<file path="src/hw/wb_mem_pkg.sv">
`default_nettype none

package wb_mem_pkg;

    // bus geometry
    localparam int DATA_W    = 64;
    localparam int ADDR_W    = 10;
    localparam int SEL_W     = DATA_W / 8;
    localparam int MEM_WORDS = 2 ** ADDR_W;

    typedef logic [DATA_W-1:0] wb_data_t;
    typedef logic [ADDR_W-1:0] wb_addr_t;
    typedef logic [SEL_W-1:0]  wb_sel_t;

    // one accepted request as held in the queue
    typedef struct packed {
        logic     we;
        wb_addr_t addr;
        wb_sel_t  sel;
        wb_data_t wdata;
    } wb_req_t;

    // controller states
    typedef enum logic [1:0] {
        ST_CLEAR,
        ST_IDLE,
        ST_WAIT,
        ST_READ
    } ctrl_state_t;

endpackage : wb_mem_pkg

`default_nettype wire

</file>
<file path="src/hw/wb_mem_ctrl.sv">
`timescale 1ns/1ps
`default_nettype none

module wb_mem_ctrl #(
    parameter int SAME_DELAY   = 2,
    parameter int SWITCH_DELAY = 5
) (
    input  wire                   clk_i,
    input  wire                   rst_n_i,
    input  wb_mem_pkg::wb_req_t   head_i,
    input  wire                   valid_i,
    input  wb_mem_pkg::wb_data_t  rd_data_i,
    output logic                  pop_o,
    output logic                  clearing_o,
    output logic                  mem_we_o,
    output logic                  mem_re_o,
    output wb_mem_pkg::wb_addr_t  mem_addr_o,
    output wb_mem_pkg::wb_sel_t   mem_sel_o,
    output wb_mem_pkg::wb_data_t  mem_wdata_o,
    output logic                  ack_o,
    output wb_mem_pkg::wb_data_t  rdata_o
);

    localparam int MAX_DELAY = (SWITCH_DELAY > SAME_DELAY) ? SWITCH_DELAY : SAME_DELAY;
    localparam int DLY_W     = $clog2(MAX_DELAY + 1);

    wb_mem_pkg::ctrl_state_t state_q;
    wb_mem_pkg::ctrl_state_t state_d;

    wb_mem_pkg::wb_addr_t clr_addr_q;
    logic [DLY_W-1:0]     dly_cnt_q;
    logic                 last_we_q;
    logic                 last_valid_q;
    logic                 wr_ack_q;
    logic                 service;
    logic [DLY_W-1:0]     dly_load;

    // first request after reset always counts as a switch
    assign dly_load = (last_valid_q && (head_i.we == last_we_q)) ?
                      DLY_W'(SAME_DELAY) : DLY_W'(SWITCH_DELAY);

    assign service    = (state_q == wb_mem_pkg::ST_WAIT) && (dly_cnt_q == '0) && valid_i;
    assign clearing_o = (state_q == wb_mem_pkg::ST_CLEAR);
    assign pop_o      = service;

    always_comb begin
        state_d = state_q;
        case (state_q)
            wb_mem_pkg::ST_CLEAR: begin
                if (clr_addr_q == '1) begin
                    state_d = wb_mem_pkg::ST_IDLE;
                end
            end
            wb_mem_pkg::ST_IDLE: begin
                if (valid_i) begin
                    state_d = wb_mem_pkg::ST_WAIT;
                end
            end
            wb_mem_pkg::ST_WAIT: begin
                if (service) begin
                    state_d = head_i.we ? wb_mem_pkg::ST_IDLE : wb_mem_pkg::ST_READ;
                end
            end
            default: state_d = wb_mem_pkg::ST_IDLE;
        endcase
    end

    always_ff @(posedge clk_i or negedge rst_n_i) begin
        if (!rst_n_i) begin
            state_q      <= wb_mem_pkg::ST_CLEAR;
            clr_addr_q   <= '0;
            dly_cnt_q    <= '0;
            last_we_q    <= 1'b0;
            last_valid_q <= 1'b0;
            wr_ack_q     <= 1'b0;
        end else begin
            state_q  <= state_d;
            wr_ack_q <= service && head_i.we;
            if (clearing_o) begin
                clr_addr_q <= clr_addr_q + 1'b1;
            end
            if ((state_q == wb_mem_pkg::ST_IDLE) && valid_i) begin
                dly_cnt_q <= dly_load;
            end else if ((state_q == wb_mem_pkg::ST_WAIT) && (dly_cnt_q != '0)) begin
                dly_cnt_q <= dly_cnt_q - 1'b1;
            end
            if (service) begin
                last_we_q    <= head_i.we;
                last_valid_q <= 1'b1;
            end
        end
    end

    // the clear sweep owns the write port until it finishes
    assign mem_we_o    = clearing_o || (service && head_i.we);
    assign mem_re_o    = service && !head_i.we;
    assign mem_addr_o  = clearing_o ? clr_addr_q : head_i.addr;
    assign mem_sel_o   = clearing_o ? '1 : head_i.sel;
    assign mem_wdata_o = clearing_o ? '0 : head_i.wdata;

    // write acks trail the array update, read acks carry the array output
    assign ack_o   = wr_ack_q || (state_q == wb_mem_pkg::ST_READ);
    assign rdata_o = (state_q == wb_mem_pkg::ST_READ) ? rd_data_i : '0;

endmodule : wb_mem_ctrl

`default_nettype wire

</file>
<file path="config.mk">
export PLATFORM = sky130hd
export DESIGN_NAME = wb_mem_ctrl
export DESIGN_NICKNAME = d
export VERILOG_FILES = /design/src/hw/wb_mem_pkg.sv /design/src/hw/wb_mem_ctrl.sv
export SDC_FILE = /design/constraint.sdc
export NUM_CORES = 1
export LEC_CHECK = 0
export BUFFER_PORTS_ARGS = -buffer_cell sky130_fd_sc_hd__buf_2
export CORE_AREA = 2 2 118 120
export DETAILED_ROUTE_END_ITERATION = 10
export DIE_AREA = 0 0 120 122
export PLACE_DENSITY = 0.59
export SYNTH_ARGS = -nofsm -noshare
export SYNTH_HDL_FRONTEND = slang
export SYNTH_SLANG_ARGS = --single-unit
</file>
<file path="constraint.sdc">
create_clock -name clk_i -period 3.5 [get_ports clk_i]
set_input_delay 0.7 -clock clk_i [delete_from_list [all_inputs] [get_ports clk_i]]
set_output_delay 0.7 -clock clk_i [all_outputs]
set_load 0.02 [all_outputs]
</file>
==> summary.md <==
| Metric | Value |
|---|---|
| Remaining Overflow, GRT | `0` |
| EDFF count, synth | `0` |
| Die area | `14600 um2` |
| Area delta synth->final | `90.5%` |
| Final Cycle Share | `77.1%` |
| Worst-path clk slew | `0.05 ns` |
| Final GP Congestion | `between 0.7 and 0.8` |
| I/O pin count | `301` |
| Share of the synthesized area in the top cell type | `23.0%` |
| DR WL/cell | `13.6 um` |
| Post-Synthesis Cells | `246` |
| Diode count | `0` |
| Die H | `122 um` |
| Top_reg_cell synth | `dfrtp_1` |
| CTS Sinks | `18` |
| Pre-CTS setup slack | `slightly above 1 ns` |
| Vias per cell | `3.69` |
| Synth unique cells | `29` |
| Most common cell after layout, fill and taps aside | `buf_2` |
| Leak pwr | `roughly 0.0023 uW` |
| Setup Viol. Count Final | `0` |
| Critical path origin | `state_q[0]` |
| Vias in the first global route | `2439` |
| Register area share after synthesis | `23.0%` |
| DP Wirelength | `8460 um` |
| Fin. Hold Viols | `0` |
| Worst path max stage delay | `0.51 ns` |
| CP top delay family | `buffers and inverters` |
| Area contributors post-synth | `dfrtp_1, and2_1, nor2b_1` |
| Outcome | `finished, final reports clean` |
| Critical Path RT | `between 2 and 3 ns` |
| Final layout net count | `694` |
| Crit start category | `flip-flop` |
| Die width | `about 120 um` |
| Crit path DAT | `~2.0 ns` |
| Worst hold path type | `primary input to async pin` |
| Post-cts sizing count | `0` |
| Worst R2R Start | `state_q[0]` |
| Postcts setup bufs | `0` |
| Setup TNS | `0 ns` |
| Slowest CP cell | `ha_4` |
| Power Dens Cells | `679 nW/um2` |
| Syn nets | `slightly above 400` |
| Fin Clk Skew | `about 0.0028 ns` |
| Final Slew Violations | `0` |
| Peak supply drop | `0.235 mV` |
| Initial antenna violation count | `1` |
| Yosys top cell by area | `dfrtp_1` |
| Antenna violation net count after detailed routing | `0` |
| DRT Pass-1 Iters | `4` |
| CTS tree | `yes` |
| Fin crit period | `2.70 ns` |
| Final worst slack | `between 0.7 and 0.8 ns` |
| PortBufs | `300` |
| Yosys warning count | `0` |
| Worst-path cell chain | `inv_1 > ha_4 > buf_4 > nor2b_1 > buf_2` |
| DRC Markers | `0` |
| Largest net degree at the start of global routing | `52` |
| Crit path buf inv count | `3` |
| Vias | `around 2.6k` |
| Seq cells post-synth | `18` |
| Cell Area, Synth | `between 1500 and 2000 um2` |
| Rows | `43` |
| CTS H-tree depth | `1` |
| RSZ-0062 raised after global routing | `false` |
| DR iter-0 viols | `63` |
| Hold Buf Count CTS | `0` |
| Initial core utilization | `14.5%` |
| Slew headroom | `62.8%` |
| Routed Wire Length | `9740 um` |
| Fmax | `370 MHz` |
| FFs w/ async S/R, synth | `100%` |
| Slew @ Worst Pin | `0.558 ns` |
| Crit-path max FO | `51` |
| Worst setup EP type | `output pin` |
| # Max-Cap Violations | `0` |
| Core area | `13500 um2` |
| First-pass GRT wire length | `13200 um` |
| CTS Buf Count | `3` |
| Clk_lat worst skew | `0.25 ns` |
| Root buffer cell | `clkbuf_16` |
| Clock Path Buffers | `2` |
| Share of cells above drive strength 1 | `62.1%` |
| Commonest cells after routing, fill and taps aside | `buf_2, and2_1, nor2b_1` |
| GRT Total Usage | `between 10% and 20%` |
| Syn Area/Cell | `around 8 um2` |
| WS Path Type | `flip-flop to output pin` |
-- cell families (layout without fill, tap and decap cells) --
logic type / Yosys count / count (layout) / synth area share [%]
multiplexers: 14 / 14 / 7.85
flip-flops: 18 / 18 / 23.0
adder cells (fa/ha/maj): 7 / 7 / 4.47
AND/OR/NAND/NOR: 164 / 164 / 51.0
AO/OA/AOI/OAI: 6 / 6 / 2.87
XOR/XNOR: 12 / 12 / 5.36
buffers and inverters: 25 / 315 / 5.43
-- flip-flops by register name, indices dropped and copies added (netlist names) --
register and count:
clr_addr_q 10, wr_ack_q 1, dly_cnt_q 3, state_q 2, last_we_q 1, last_valid_q 1
-- worst register-to-register path: stages (launching register included) --
cell and delay (ns):
dfrtp_1 0.40, inv_1 0.15, ha_4 0.51, nand4_1 0.23, inv_1 0.13, and3_2 0.19, xor2_1 0.13
-- synth_stat cells, types with 3 or more instances --
library cell	instances
and2_1	64
clkbuf_1	14
dfrtp_1	18
ha_1	7
inv_1	8
mux2_2	11
mux2i_1	3
nand2_1	12
nand3_1	3
nor2b_1	64
or2_2	10
xnor2_1	8
xor2_1	4
-- layer usage --
| layer | track usage [%] | share of wire, % | vias up |
|---|---|---|---|
| li1 | - | - | 1334 |
| met1 | 11.6 | 34 | 1141 |
| met2 | 25.1 | 57 | 161 |
| met3 | 3.04 | 9.1 | 4 |
| met4 | 1.76 | 0.47 | 0 |
| met5 | 0 | 0 | - |
-- final cells by class --
cell class | count | area [um2]
fill | 1481 | 9770
timing repair buffer | 303 | 1520
multi-input combinational | 203 | 1420
sequential | 18 | 450
tap | 180 | 225
clock buffer | 4 | 88.8
inverter | 8 | 30.0
-- per-stage QoR --
step	cells	total power, uW	util (%)	area (um2)	hold WS [ns]
after floorplan	246	1650	-	1960	0.404
after CTS	716	2590	27.6	3730	0.404
after global routing	716	2740	27.6	3730	0.412
final	716	2530	27.6	3730	0.388
after global placement	712	2310	27.0	3640	0.449
after detailed placement	712	2320	27.0	3640	0.449
-- power breakdown --
| group | internal [uW] | leakage [uW] | switching (uW) |
|---|---|---|---|
| registers | 276 | 0.000228 | 59.5 |
| clock network | 174 | 0.0000442 | 77.9 |
| logic | 723 | 0.00199 | 1220 |
-- path summary, 6_finish.rpt --
| path | to | cells after the start | slack, ns |
|---|---|---|---|
| setup reg to reg | clr_addr_q[7] | 6 | 1.69 |
| hold / removal | dly_cnt_q[1] | 1 | 0.39 |
| max in group asynchronous | clr_addr_q[0] | 1 | 2.81 |
| min in group clk_i | last_valid_q | 1 | 0.46 |
| setup / recovery | mem_wdata_o[60] | 5 | 0.80 |
| hold reg to reg | last_valid_q | 1 | 0.46 |
(Power assumes the default switching activity.)
